<file path="src/hdl/savePkg.sv">
/*
  Shared widths, sector counts and the system-type enumeration
  for the save-storage and reset-sequencing block
*/

package savePkg;

	// ========================================
	// System type
	// ========================================

	// Top bit set means a CD based system
	// Arcade is the MVS with battery backed RAM
	typedef enum logic [1:0]
	{
		sysConsole = 2'd0,
		sysArcade  = 2'd1,
		sysCd      = 2'd2,
		sysCdz     = 2'd3
	} sysTypeT;

	// ========================================
	// Widths
	// ========================================

	// Word address inside one 256-word host sector
	localparam int BuffAddrW = 8;

	// All save memories hold 16-bit words
	localparam int WordW = 16;

	// Host block address
	localparam int LbaW = 32;

	// Card is 16 sectors of 256 words
	localparam int CardAddrW = 12;

	// Backup RAM is 128 sectors of 256 words
	localparam int BackupAddrW = 15;

	// ========================================
	// Save file layout
	// ========================================

	// Cartridge file, backup RAM followed by the card
	localparam int CartSectors = 132;

	// CD file, card only
	localparam int CdSectors = 16;

	// Sectors below this go to backup RAM on cartridge systems
	localparam int BackupSectors = 128;

endpackage

</file>
<file path="src/hdl/resetWiper.sv">
/*
  Reset request edge detection, work RAM wipe counter,
  system-type latch and system run output
*/

`timescale 1ns/1ps

module resetWiper
#(
	parameter int WramAddrW = 15
)
(
	input  logic                 clk_sys,
	input  logic                 nBNKB,
	input  logic                 sysResetReq,
	input  savePkg::sysTypeT     systemType,
	output logic                 sysRunning,
	output logic                 wipeActive,
	output logic [WramAddrW-1:0] wipeAddr,
	output savePkg::sysTypeT     sysType
);

	import savePkg::*;

	logic reqPrev;
	logic reqRise;
	logic reqFall;
	logic wipeLast;

	assign reqRise  = sysResetReq & ~reqPrev;
	assign reqFall  = ~sysResetReq & reqPrev;
	assign wipeLast = (wipeAddr == {WramAddrW{1'b1}});

	// Wipe runs straight out of reset, system held until it ends
	always_ff @(posedge clk_sys or negedge nBNKB)
	begin
		if (!nBNKB)
		begin
			reqPrev    <= 1'b0;
			sysRunning <= 1'b0;
			wipeActive <= 1'b1;
			wipeAddr   <= '0;
		end
		else
		begin
			reqPrev <= sysResetReq;

			// Request start puts the system in reset
			if (reqRise)
				sysRunning <= 1'b0;

			// Request end restarts the wipe from the bottom
			if (reqFall)
			begin
				wipeActive <= 1'b1;
				wipeAddr   <= '0;
				sysRunning <= 1'b0;
			end
			else if (wipeActive)
			begin
				if (wipeLast)
				begin
					// Last word written, release unless a new request is up
					wipeActive <= 1'b0;
					sysRunning <= ~sysResetReq;
				end
				else
					wipeAddr <= wipeAddr + 1'b1;
			end
		end
	end

	// System type sampled on the first word of each wipe
	always_ff @(posedge clk_sys or negedge nBNKB)
	begin
		if (!nBNKB)
			sysType <= sysConsole;
		else if (wipeActive && (wipeAddr == '0))
			sysType <= systemType;
	end

endmodule

</file>
<file path="config.mk">
export PLATFORM = sky130hd
export DESIGN_NAME = resetWiper
export DESIGN_NICKNAME = d
export VERILOG_FILES = /design/src/hdl/savePkg.sv /design/src/hdl/resetWiper.sv
export SDC_FILE = /design/constraint.sdc
export NUM_CORES = 1
export LEC_CHECK = 0
export ABC_AREA = 1
export ABC_CLOCK_PERIOD_IN_PS = 2400
export BUFFER_PORTS_ARGS = -buffer_cell sky130_fd_sc_hd__buf_2
export CAP_MARGIN = 30
export CORE_MARGIN = 4
export CORE_UTILIZATION = 40
export DETAILED_ROUTE_END_ITERATION = 10
export GPL_ROUTABILITY_DRIVEN = 0
export SLEW_MARGIN = 20
export SYNTH_ARGS = -nofsm -noshare
export SYNTH_HDL_FRONTEND = slang
export SYNTH_SLANG_ARGS = --single-unit
</file>
<file path="constraint.sdc">
create_clock -name clk_sys -period 2.4 [get_ports clk_sys]
set_clock_uncertainty 0.2 [all_clocks]
set_input_delay 0.36 -clock clk_sys [delete_from_list [all_inputs] [get_ports clk_sys]]
set_output_delay 0.36 -clock clk_sys [all_outputs]
set_load 0.01 [all_outputs]
</file>
==> results by group <==
Hold path
  • Hold Path Sink: sysType[0]$_DFFE_PN0P_
  • Hold Startpoint: systemType[0]
  • Class of the worst hold path: in -> reg
  • WHS Path Cells: 3

STA
  • Minimum clock period: 1.97 ns
  • Slew @ Worst Pin: 0.456 ns
  • F_max: 507 MHz
  • RSZ-0062 raised after global routing: no
  • Tcrit/Tclk final: 82.2%
  • Slew HR: 69.6%
  • Fin. max-slew vios: 0
  • Setup violations, final: 0
  • Fin. Hold Viols: 0
  • Setup TNS: 0 ns

Synth
  • Compound-gate portion of the synthesized area: 2.84%
  • Sequential fraction of the synthesis area: 40.7%
  • Net Count, Synth: 184
  • Adder-cell share of the synthesized area: 2.03%
  • Yosys top cell by area: dfrtp_1
  • Synth top area share: 38.5%
  • Post-synthesis register bit count: 20
  • Synth Area in Simple Gates: 44.4%
  • Syn Inst Count: 177
  • Top post-synthesis cells by area: dfrtp_1 39%, nand2_1 19%, inv_1 6.7%
  • Largest family of logic cells by synthesized area: simple AND/OR/NAND/NOR gates
  • Top-count cell post-synth: nand2_1
  • Mean Syn Cell Area: 6.97 um^2
  • Distinct cells, synth: 21
  • Yosys warns: 0
  • Top_reg_cell synth: dfrtp_1
  • Asr flop ratio synth: 100%
  • Post-Syn Area: 1230 um^2
  • Mux share of post-synthesis cell area: 0%
  • Commonest cells post-synth: 64 x nand2_1, 22 x inv_1, 19 x dfrtp_1
  • Synth Area in XOR/XNOR: 1.42%
  • Post-synth EDFFs: 0

Die
  • Chip width: 63.5 um
  • # IOs: 24
  • Die area: 4040 um^2
  • Core area: 2850 um^2
  • Row count: 19
  • Die Height: 63.5 um
  • Initial Util: 43.2%

Global routing
  • Remaining global-route overflow: 0
  • Vias in the first global route: 1096
  • Initial antenna violation count: 0
  • Total Routing Usage GR: 16.2%
  • Largest net degree at the start of global routing: 21
  • First-pass GRT wire length: 5.21 mm

Critical path
  • Critical path class: reg -> reg
  • Critical path arrival: 2.03 ns
  • WP data required: 2.45 ns
  • RR Endpoint: wipeAddr[2]$_DFFE_PN0P_
  • Max FO, Critical Path: 7
  • Reg2reg setup slack: 0.43 ns
  • Crit Reg-Reg Startpoint: wipeAddr[0]$_DFFE_PN0P_
  • Setup crit start kind: flip-flop
  • Reg2Reg Depth: 9
  • Crit. End Element: flip-flop

Clocking
  • Hold-fix buffers, CTS: 2
  • CTS root buf: clkbuf_4
  • Clk sink count: 20
  • H-tree depth: 1
  • Setup bufs post-CTS: 0
  • Clk slew on worst S/H paths: 0.11 ns
  • Post-CTS sizing: 0
  • Bufs on Longest Clock Path: 2
  • Clock buffer count from CTS: 3
  • Clock latency on the worst-skew pair: 0.30 ns
  • TritonCTS clock tree: yes

Power and ir drop
  • Clock share of power: 21.9%
  • Net switching power: 259 uW
  • Max VDD drop: 0.339 mV
  • P_leak: 0.000782 uW
  • Pint: 522 uW
  • Power Density: 547 nW/um^2
  • Net Sw Frac: 33.2%
  • Seq pwr share: 54.1%
  • Logic pwr share: 24.0%

Finish
  • Share of layout cells above drive strength 1: 19.5%
  • Final Core Density: 50.1%
  • Nets: 213
  • Synth-to-layout area growth: 15.8%
  • Register Area: 502 um^2
  • # diodes: 0
  • Fill count: 295
  • Area of the multi-input gates: 626 um^2

Route
  • Routed Antenna Nets: 0
  • DRC violations left: 0
  • Wire length per cell: 12.6 um
  • Routed vias: 1193
  • Final WL: 2.98 mm
  • Starting DRT DRC Count: 54
  • Pre-Repair DR Iteration Count: 4
  • Post-DR vias/cell: 5.06

Job
  • Max-Cap Viols: 0

Outcome
  • Run status: complete, no violations

Placement
  • PortBufs: 23
  • Half-perimeter wire length after placement: 2.29 mm
sequential cells by signal, summed over array words and instances, names as in the netlist:
signal and cells:
reqPrev 1, sysRunning 1, sysType 2, wipeActive 1, wipeAddr 15
critical path, stage by stage, from the launching register on:
cell     delay [ns]
dfrtp_1        0.44
ha_1           0.25
nand3_1        0.17
inv_2          0.08
nand2_2        0.10
nor2_4         0.04
nor2_2         0.28
buf_4          0.21
nand4_1        0.08
nand2_1        0.07
layout make-up:
type                       count  area share [%]
clock buffer                   4            1.84
inverter                      23            6.04
multi-input combinational    131            43.8
sequential                    20            35.1
tap                           31            2.71
timing repair buffer          27            10.5
layer usage:
metal  wire (um)  part of all wire, %  global-route usage [%]  vias up
met5           0                    0                       0        -
met4          34                  1.1                    5.66        0
met3         140                  4.7                    2.49        4
met2        1360                   46                    25.2       28
met1        1450                   48                    22.8      547
li1            -                    -                       -      614
stage by stage:
step | hold WS, ns | power [uW] | setup WS (ns) | instance area, um^2 | instances
finish | 0.0943 | 782 | 0.426 | 1430 | 236
global route | 0.0949 | 833 | 0.261 | 1430 | 236
CTS | 0.0904 | 789 | 0.413 | 1430 | 236
detailed placement | 0.137 | 617 | 0.435 | 1380 | 230
global placement | 0.130 | 613 | 0.502 | 1380 | 230
floorplan | -0.136 | 537 | 0.634 | 1230 | 177
cells by family after synthesis:
group	count (synthesis)
compound gates	7
buf+inv	26
flops	20
xor+xnor	2
simple gates	120
fa+ha+maj	2
power by group through the flow:
stage	Combinational, uW	Sequential, uW	Clock (uW)
global route	211	431	191
global placement	188	425	0
floorplan	95.7	442	0
CTS	192	422	175
detailed placement	190	427	0
finish	188	422	171
how the worst max path moves through the flow:
stage                                     endpoint  depth (start not counted)  slack, ns               startpoint
after floorplan           wipeAddr[11]$_DFFE_PN0P_                          9       0.63  wipeAddr[0]$_DFFE_PN0P_
after global placement     wipeAddr[7]$_DFFE_PN0P_                          9       0.50  wipeAddr[0]$_DFFE_PN0P_
after detailed placement   wipeAddr[2]$_DFFE_PN0P_                          9       0.43  wipeAddr[0]$_DFFE_PN0P_
after CTS                  wipeAddr[2]$_DFFE_PN0P_                          9       0.41  wipeAddr[0]$_DFFE_PN0P_
after global routing       wipeAddr[9]$_DFFE_PN0P_                          9       0.26  wipeAddr[0]$_DFFE_PN0P_
final                      wipeAddr[2]$_DFFE_PN0P_                          9       0.43  wipeAddr[0]$_DFFE_PN0P_
placed cells by master, fill, tap and decap left out:
master         instances
nand2_1               64
buf_2                 23
inv_1                 22
dfrtp_1               19
nor2_1                17
nand3_1               14
nand4_1               13
nor2_4                 4
o21ai_0                4
nand2_2                3
clkbuf_4               3
nor2_2                 2
o21ai_1                2
nor3_1                 2
xor2_1                 2
ha_1                   2
dlygate4sd3_1          2
buf_4                  2
inv_2                  1
a21oi_1                1
or2_2                  1
clkbuf_1               1
dfstp_2                1
No activity file was read; power rests on OpenSTA's default activity.
