## src/hdl/savePkg.sv

```systemverilog
/*
  Shared widths, sector counts and the system-type enumeration
  for the save-storage and reset-sequencing block
*/

package savePkg;

	// ========================================
	// System type
	// ========================================

	// Top bit set means a CD based system
	// Arcade is the MVS with battery backed RAM
	typedef enum logic [1:0]
	{
		sysConsole = 2'd0,
		sysArcade  = 2'd1,
		sysCd      = 2'd2,
		sysCdz     = 2'd3
	} sysTypeT;

	// ========================================
	// Widths
	// ========================================

	// Word address inside one 256-word host sector
	localparam int BuffAddrW = 8;

	// All save memories hold 16-bit words
	localparam int WordW = 16;

	// Host block address
	localparam int LbaW = 32;

	// Card is 16 sectors of 256 words
	localparam int CardAddrW = 12;

	// Backup RAM is 128 sectors of 256 words
	localparam int BackupAddrW = 15;

	// ========================================
	// Save file layout
	// ========================================

	// Cartridge file, backup RAM followed by the card
	localparam int CartSectors = 132;

	// CD file, card only
	localparam int CdSectors = 16;

	// Sectors below this go to backup RAM on cartridge systems
	localparam int BackupSectors = 128;

endpackage

```

## src/hdl/saveSequencer.sv

```systemverilog
/*
  Save file sequencer
  Load/save control, host request handshake, LBA counter,
  sector buffer write routing and readback select
*/

`timescale 1ns/1ps

module saveSequencer
(
	input  logic                            clk_sys,
	input  logic                            nBNKB,
	input  savePkg::sysTypeT                sysType,

	input  logic                            downloading,
	input  logic                            imgReady,
	input  logic                            saveReq,

	input  logic                            sdAck,
	input  logic [savePkg::BuffAddrW-1:0]   sdBuffAddr,
	input  logic                            sdBuffWr,
	output logic [savePkg::LbaW-1:0]        sdLba,
	output logic                            sdRd,
	output logic                            sdWr,
	output logic [savePkg::WordW-1:0]       sdBuffDin,

	input  logic                            bkCpuWrLo,
	input  logic                            bkCpuWrHi,
	output logic                            bkWrLoGated,
	output logic                            bkWrHiGated,

	output logic [savePkg::BackupAddrW-1:0] bkBufAddr,
	output logic                            bkBufWr,
	input  logic [savePkg::WordW-1:0]       bkBufDout,

	output logic [savePkg::CardAddrW-1:0]   cardBufAddr,
	output logic                            cardBufWr,
	input  logic [savePkg::WordW-1:0]       cardBufDout
);

	import savePkg::*;

	// LBA bit splitting backup RAM from card on cartridge systems
	localparam int CardBit = $clog2(BackupSectors);

	logic            dlPrev;
	logic            saveReqPrev;
	logic            ackPrev;
	logic            xferEna;
	logic            loadPend;
	logic            busy;
	logic            loading;

	logic            isCd;
	logic            isMvs;
	logic            cardSel;
	logic            ackRise;
	logic            ackFall;
	logic            saveRise;
	logic [LbaW-1:0] lastLba;

	assign isCd     = sysType[1];
	assign isMvs    = (sysType == sysArcade);
	assign ackRise  = sdAck & ~ackPrev;
	assign ackFall  = ~sdAck & ackPrev;
	assign saveRise = saveReq & ~saveReqPrev;
	assign lastLba  = isCd ? LbaW'(CdSectors - 1) : LbaW'(CartSectors - 1);

	// ========================================
	// Control FSM
	// ========================================

	always_ff @(posedge clk_sys or negedge nBNKB)
	begin
		if (!nBNKB)
		begin
			dlPrev      <= 1'b0;
			saveReqPrev <= 1'b0;
			ackPrev     <= 1'b0;
			xferEna     <= 1'b0;
			loadPend    <= 1'b0;
			busy        <= 1'b0;
			loading     <= 1'b0;
			sdLba       <= '0;
			sdRd        <= 1'b0;
			sdWr        <= 1'b0;
		end
		else
		begin
			dlPrev      <= downloading;
			saveReqPrev <= saveReq;
			ackPrev     <= sdAck;

			// Off from download start, on once an image is ready
			xferEna <= ~downloading & imgReady;

			// Download end arms a load, dropped once it starts
			if (dlPrev & ~downloading)
				loadPend <= 1'b1;
			else if (busy)
				loadPend <= 1'b0;

			if (ackRise)
			begin
				// Host took the request
				sdRd <= 1'b0;
				sdWr <= 1'b0;
			end
			else if (!busy)
			begin
				if (xferEna & (loadPend | saveRise))
				begin
					busy    <= 1'b1;
					loading <= loadPend;
					sdLba   <= '0;
					sdRd    <= loadPend;
					sdWr    <= ~loadPend;
				end
			end
			else if (ackFall)
			begin
				// Sector done, stop at the end of the file
				if (sdLba >= lastLba)
					busy <= 1'b0;
				else
				begin
					sdLba <= sdLba + 1'b1;
					sdRd  <= loading;
					sdWr  <= ~loading;
				end
			end
		end
	end

	// ========================================
	// Buffer routing
	// ========================================

	// Card on CD systems, or upper sectors of a cartridge file
	assign cardSel = isCd | sdLba[CardBit];

	// Backup RAM only exists on MVS
	assign bkBufWr   = isMvs & ~sdLba[CardBit] & sdBuffWr & sdAck;
	assign cardBufWr = cardSel & sdBuffWr & sdAck;

	// Sector number on top of the word offset
	assign bkBufAddr   = {sdLba[BackupAddrW-BuffAddrW-1:0], sdBuffAddr};
	assign cardBufAddr = {sdLba[CardAddrW-BuffAddrW-1:0], sdBuffAddr};

	// Save readback, memories already one cycle behind the address
	assign sdBuffDin = cardSel ? cardBufDout : bkBufDout;

	// CPU writes to backup RAM ignored on other systems
	assign bkWrLoGated = bkCpuWrLo & isMvs;
	assign bkWrHiGated = bkCpuWrHi & isMvs;

endmodule

```

## config.mk

```make
export PLATFORM = sky130hd
export DESIGN_NAME = saveSequencer
export DESIGN_NICKNAME = d
export VERILOG_FILES = /design/src/hdl/savePkg.sv /design/src/hdl/saveSequencer.sv
export SDC_FILE = /design/constraint.sdc
export NUM_CORES = 1
export LEC_CHECK = 0
export ABC_AREA = 1
export ABC_CLOCK_PERIOD_IN_PS = 1600
export BUFFER_PORTS_ARGS = -buffer_cell sky130_fd_sc_hd__buf_4
export CAP_MARGIN = 30
export CORE_MARGIN = 2
export CORE_UTILIZATION = 40
export DETAILED_ROUTE_END_ITERATION = 12
export PLACE_DENSITY = 0.76
export RECOVER_POWER = 25
export REMOVE_ABC_BUFFERS = 1
export SLEW_MARGIN = 20
export SYNTH_ARGS = -nofsm -noshare
export SYNTH_HDL_FRONTEND = slang
export SYNTH_SLANG_ARGS = --single-unit
```

## constraint.sdc

```tcl
create_clock -name clk_sys -period 1.6 [get_ports clk_sys]
set_input_delay 0.16 -clock clk_sys [delete_from_list [all_inputs] [get_ports clk_sys]]
set_output_delay 0.16 -clock clk_sys [all_outputs]
set_load 0.01 [all_outputs]
```

==> results.md, run 1 <==
- Fin. Hold Viols: 0
- Die area: ~0.0065 sq mm
- Initial antenna violation count: 0
- WP buf/inv: 2
- Worst slack at placement: -47.5 ps
- Vias in the first global route: 2,199
- Tcrit/Tclk final: 118%
- Via count: 2,195
- Min-delay src: sdAck
- Max incr delay on CP: roughly 400 ps
- Congestion Overflow GR: 0
- CP startpoint kind: flop
- Ys async rst share: 100%
- Mean Syn Cell Area: 8.77 sq um
- H-tree depth: 2
- Clock Power Share: 21.6%
- Fraction of final layout cells with drive strength greater than 1: approximately 50%
- First-pass iteration count of the detailed router: 4
- Cell Area, Synth: 0.00234 sq mm
- Post-Route WL: between 6 and 7 mm
- First-pass GRT wire length: roughly 10 mm
- Switching share of power: approximately a third
- FILL cells: 465
- P_int: roughly 0.0021 W
- DRC viols: 0
- NetSw: between 0.001 and 0.0015 W
- Ys flop type: dfrtp_1
- Top-count cell post-synth: nand2_1
- Static leakage: 1.97 nW
- Rows: 27
- Syn Inst Count: 267
- CTS clk-pin slew, worst paths: around 80 ps
- Max-slew violations: 0
- Clock sink count: 41
- Register share of total power: 37.6%
- R2r startpoint: sdLba[7]
- Failing checks: negative setup slack
- Min cycle time layout: 1890 ps
- Antenna diodes: 0
- Largest net degree at the start of global routing: 42
- Crit. End Element: flop
- Vias per cell: 4.89
- Worst Hold Class: input pin to flop
- Fmax: around 530 MHz
- # setup viols final: 50
- Hold Path Cell Cnt: 1
- Synth top cells by count: nand2_1 (50), dfrtp_1 (41), nor2_1 (34)
- Wire per inst: 14.8 um
- Unrepaired setup endpoints after global routing: yes
- Hold slack: 48.5 ps
- Width of the die: 80.5 um
- Inserted Clock Buffers: 5
- CP max stage cell: dfrtp_1
- Worst slew pin tran: 970 ps
- CTS Root Cell: clkbuf_8
- Data arrival time of the worst path: ~2100 ps
- Initial core utilization: between 40% and 50%
- Die height: 80.5 um
- VDD IR-drop max: 0.000851 V
- Reg-to-reg endpoint: sdRd
- DPL Wire Length: 4.54 mm
- Initial DRC Count: 99
- R2R Setup Slk: -290 ps
- Relative slew slack: 35.3%
- Synth top area share: 43.8%
- Critical path's top delay family: simple AND/OR/NAND/NOR gates
- Levels on crit path: 11
- Number of distinct library cells after synthesis: 29
- Top cells by area, synth: dfrtp_1 (44%), buf_4 (9.0%), nand2_1 (8.0%)
- CP Class: flop to flop
- Crit Path Max Fanout: 8
- Worst R2R Path Depth: 11
- Min-Delay Endpoint: ackPrev
- Status: finished, violations left
- Routed Antenna Nets: 0
- IO Count: 132
- Comb power frac: 40.8%
- Ys Warns: 0
- Seq cells post-synth: just over 40
- Post-synth EDFFs: 0
- Clk_lat worst skew: 290 ps
- Synth area leader: dfrtp_1
- Worst-path cell chain: buf_6 > ha_4 > nor2_2 > nand2_1 > nand3b_1 > nor2_2 > nand3_2 > nand2_4 > buf_12 > nand3b_1 > nand2_1
- Buffers on Ports: approximately 110
- Sequential area share after synthesis: 43.8%
- Routability cong.: 0.833
- Req. time, crit path: about 1800 ps
- Cell Pwr Density: ~860 mW/mm^2
- Area grow syn2layout: 55.4%
- Longest Clk Path Bufs: 2
- CTS tree: done
- Total track usage: 20.4%
- Clk_skew: roughly 5.0 ps
- Max_cap viols: 0
- Final worst-path setup slack: -289 ps
- Final nets: 433
- Placeable Area: 0.00557 sq mm
## cells in the final DEF (no fill, tap or decap), types with 2 or more instances in the layout
cell type / n
xor2_1: 3
a21boi_2: 10
nand4_1: 3
dfrtp_1: 41
nand2_4: 2
nor2_1: 32
nand2_1: 46
a21boi_1: 4
o21ai_0: 2
dlygate4sd3_1: 3
mux2_4: 16
nand2_2: 3
nand3b_1: 2
nand3_1: 8
inv_1: 24
buf_4: 105
buf_6: 21
xnor2_1: 2
ha_4: 2
ha_1: 3
nor2_2: 2
buf_12: 3
nand3_2: 5
a21oi_1: 11
clkbuf_8: 6
## layout make-up
class	instances	area, sq um	share of cell area [%]
Inverter	26	100	2.75
Sequential cell	41	1030	28.2
Multi-Input combinational cell	166	1160	31.9
Tap cell	72	90.1	2.48
Timing Repair Buffer	137	1170	32.2
Clock buffer	6	82.6	2.27
Clock inverter	1	7.51	0.206
## routing by layer
layer / GRT usage (%) / share of wire [%] / vias up
li1: - / - / 1053
met1: 21.0 / 36 / 1020
met2: 38.2 / 53 / 115
met3: 7.30 / 10 / 7
met4: 6.61 / 1.3 / 0
met5: 0 / 0 / -
## power groups by stage
stage	combinational [W]	clock (W)	sequential, W
5_1_grt	0.00138	0.000760	0.00119
3_3_place_gp	0.00101	0	0.00119
6_report	0.00128	0.000676	0.00118
2_1_floorplan	0.000377	0	0.00127
3_5_place_dp	0.00102	0	0.00119
4_1_cts	0.00120	0.000694	0.00118
## registers in the layout, indices dropped and copies added, names as in the netlist
signal       count
sdLba           32
ackPrev          1
busy             1
dlPrev           1
loadPend         1
loading          1
saveReqPrev      1
sdRd             1
sdWr             1
xferEna          1
## worst register-to-register path, delay by kind of cell, from the launching register on
family                     cells  cell delay (ps)
buffers and inverters          2              270
and+or+nand+nor                8             1020
adders and majority gates      1              140
DFF                            1              400
## cells by family after synthesis
logic type	count (synthesis)	synth area share, %
simple gates	111	21.1
compound gates	28	7.53
buf+inv	61	15.3
flops	41	43.8
fa+ha+maj	5	2.67
mux	16	7.69
xor+xnor	5	1.87
## per-stage QoR
step	util (%)	total power [W]	instances	instance area (sq um)	TNS, ps
final	65.3	0.00313	449	3640	-10060
after global placement	56.7	0.00220	431	3160	-26.9
after global routing	65.3	0.00333	449	3640	-14090
after detailed placement	56.7	0.00222	431	3160	-430
after CTS	64.4	0.00307	452	3590	-8830
after floorplan	-	0.00165	232	2080	-3420
## worst max path at each step
stage / startpoint / endpoint / slack (ps)
2_1_floorplan: sdLba[2] / sdLba[10] / -120
3_3_place_gp: sdLba[7] / sdLba[12] / -10
3_5_place_dp: sdLba[7] / sdLba[12] / -50
4_1_cts: sdLba[7] / sdBuffDin[10] / -220
5_1_grt: sdLba[7] / sdRd / -370
6_report: sdLba[7] / sdRd / -290
## timing repair
| item | in CTS | in global routing |
|---|---|---|
| hold buffers | 3 | 0 |
| cloned | 3 | 1 |
| pin swaps | 3 | 14 |
| setup buffers | 8 | 2 |
| resized for setup | 61 | 30 |
| setup endpoints to repair | 52 | 52 |
| hold endpoints to repair | 43 | 0 |
Note: power is estimated with default switching activity, not from simulation.
==> inputs of run 2 (changes only) <==
Settings changed: BUFFER_PORTS_ARGS -buffer_cell sky130_fd_sc_hd__buf_4 to -buffer_cell sky130_fd_sc_hd__buf_2, CTS_BUF_LIST set to sky130_fd_sc_hd__clkbuf_4 sky130_fd_sc_hd__clkbuf_8 sky130_fd_sc_hd__clkbuf_16.
==> results.md, run 2 (synthesis gave the netlist of run 1 again) <==
- Initial antenna violation count: 0 (unchanged)
- Vias per cell: 4.93 (was 4.89)
- Worst Hold Class: input pin to flop (unchanged)
- CP Class: flop to output pin (was flop to flop)
- Clk_skew: 12.0 ps (was 5.03 ps)
- Fraction of final layout cells with drive strength greater than 1: 50.0% (was 49.9%)
- Vias in the first global route: 2,013 (was 2,199)
- VDD IR-drop max: 0.000640 V (was 0.000851 V)
- Via count: 2,217 (was 2,195)
- Clock sink count: 41 (unchanged)
- Max_cap viols: 0 (unchanged)
- Initial core utilization: 42.0% (unchanged)
- First-pass GRT wire length: 9.54 mm (was 10.1 mm)
- Longest Clk Path Bufs: 2 (unchanged)
- Fin. Hold Viols: 0 (unchanged)
- Worst slack at placement: -129 ps (was -47.5 ps)
- Fmax: 553 MHz (was 529 MHz)
- Wire per inst: 15.1 um (was 14.8 um)
- TNS Setup: -4920 ps (was -10,060 ps)
- Commonest non-fill, non-tap cells in the layout: buf_2 (87), nand2_1 (47), dfrtp_1 (41), nor2_1 (34), inv_1 (24) (was buf_4 (105), nand2_1 (46), dfrtp_1 (41), nor2_1 (32), inv_1 (24))
- # setup viols final: 50 (unchanged)
- Max incr delay on CP: 400 ps (about the same)
- Routed Antenna Nets: 0 (unchanged)
- Total track usage: 19.5% (was 20.4%)
- DPL Wire Length: 4.39 mm (was 4.54 mm)
- Critical path's top delay family: buffers and inverters (was simple AND/OR/NAND/NOR gates)
- Min-delay src: imgReady (was sdAck)
- Die height: 80.5 um (unchanged)
- Design Area, Final: 0.00349 sq mm (was 0.00364 sq mm)
- Min cycle time layout: 1810 ps (was 1890 ps)
- Failing checks: negative setup slack (unchanged)
- CTS Root Cell: clkbuf_8 (unchanged)
- Post-Layout Cell Count: 450 (was 449)
- Cell Pwr Density: 928 mW/mm^2 (was 860 mW/mm^2)
- Status: finished, violations left (unchanged)
- Tcrit/Tclk final: 113% (was 118%)
- Most common library cell in the layout ignoring fill and taps: buf_2 (was buf_4)
- Crit Path Max Fanout: 4 (was 8)
- Inserted Clock Buffers: 5 (unchanged)
- Max reg flops: 32 (unchanged)
- Worst slew pin tran: 701 ps (was 970 ps)
- Width of the die: 80.5 um (unchanged)
- Antenna diodes: 0 (unchanged)
- Static leakage: 1.95 nW (was 1.97 nW)
- Req. time, crit path: 1440 ps (was 1820 ps)
- Cell count after placement: 430 (was 431)
- Crit. End Element: output pin (was flop)
- CTS clk-pin slew, worst paths: 80 ps (about the same)
- Critical path origin: sdLba[7] (unchanged)
- Routability cong.: 0.848 (was 0.833)
- Relative slew slack: 53.2% (was 35.3%)
- Worst-path cell chain: buf_6 > inv_4 > ha_4 > clkbuf_16 > mux2_4 > buf_6 (was buf_6 > ha_4 > nor2_2 > nand2_1 > nand3b_1 > nor2_2 > nand3_2 > nand2_4 > buf_12 > nand3b_1 > nand2_1)
- Largest net degree at the start of global routing: 22 (was 42)
- CP startpoint kind: flop (unchanged)
- Area grow syn2layout: 49.1% (was 55.4%)
- Most used cell, CP: buf_6
- Placeable Area: 0.00557 sq mm (unchanged)
- Buffers on Ports: 107 (unchanged)
- Die area: 0.00648 sq mm (unchanged)
- Rows: 27 (unchanged)
- Clk_lat worst skew: 300 ps (was 290 ps)
- CP max stage cell: dfrtp_1 (unchanged)
- Final nets: 433 (unchanged)
- Max-slew violations: 0 (unchanged)
- First-pass iteration count of the detailed router: 4 (unchanged)
- Unrepaired setup endpoints after global routing: yes (unchanged)
- Initial DRC Count: 111 (was 99)
- CTS tree: done (unchanged)
- R2r startpoint: sdLba[7] (unchanged)
- DRC viols: 0 (unchanged)
- Congestion Overflow GR: 0 (unchanged)
- Biggest register: sdLba (unchanged)
- Data arrival time of the worst path: 1650 ps (was 2110 ps)
- IO Count: 132 (unchanged)
- WP buf/inv: 4 (was 2)
- Post-Route WL: 6.80 mm (was 6.66 mm)
- Final worst-path setup slack: -209 ps (was -289 ps)
- Post-placement cell area: 0.00286 sq mm (was 0.00316 sq mm)
- H-tree depth: 2 (unchanged)
==> run 2: through the flow <==
step           util (%)  total power (W)  hold WS [ps]
6_report           62.6          0.00324          62.7
3_5_place_dp       51.3          0.00206          40.4
4_1_cts            60.4          0.00317          55.8
3_3_place_gp       51.3          0.00204          29.9
5_1_grt            62.6          0.00341          99.0
2_1_floorplan         -          0.00165          -136
==> run 2: final timing paths <==
kind | cells after the start | slack, ps | to
hold / removal | 3 | 60 | xferEna
setup / recovery | 6 | -210 | sdBuffDin[9]
hold reg to reg | 2 | 490 | loading
max in group asynchronous | 3 | 540 | sdLba[23]
min in group asynchronous | 2 | 370 | sdLba[8]
setup reg to reg | 10 | -110 | sdWr
==> run 2: what timing repair did <==
action,4_1_cts,5_1_grt
hold endpoints to repair,10,0
endpoints found under the setup margin,51,52
gates cloned,4,2
pin swaps,9,3
hold buffers,3,0
setup buffers,3,0
resized for setup,65,22
==> run 2: area by class of cell <==
type                            instances  area, sq um
Clock inverter                          1         30.0
Tap cell                               72         90.1
Fill cell                             446         2080
Inverter                               26          100
Timing Repair Buffer                  134          915
Multi-Input combinational cell        169         1240
Sequential cell                        41         1030
Clock buffer                            7         90.1
==> run 2: where the power goes <==
part           internal [W]  switching [W]
logic              0.000514       0.000677
clock network      0.000526       0.000352
registers           0.00113      0.0000467
total               0.00217        0.00108
==> run 2: tightest hold or removal path: stages <==
cell and delay [ps]:
buf_2 90, inv_1 40, nor2_1 30
==> run 2: routing by layer <==
layer | share of wire, % | GRT usage [%] | up-vias | wire, um
li1 | - | - | 1058 | -
met1 | 39 | 21.8 | 1034 | 2670
met2 | 51 | 36.1 | 120 | 3490
met3 | 8.8 | 5.96 | 5 | 596
met4 | 0.66 | 4.07 | 0 | 45
met5 | 0 | 0 | - | 0
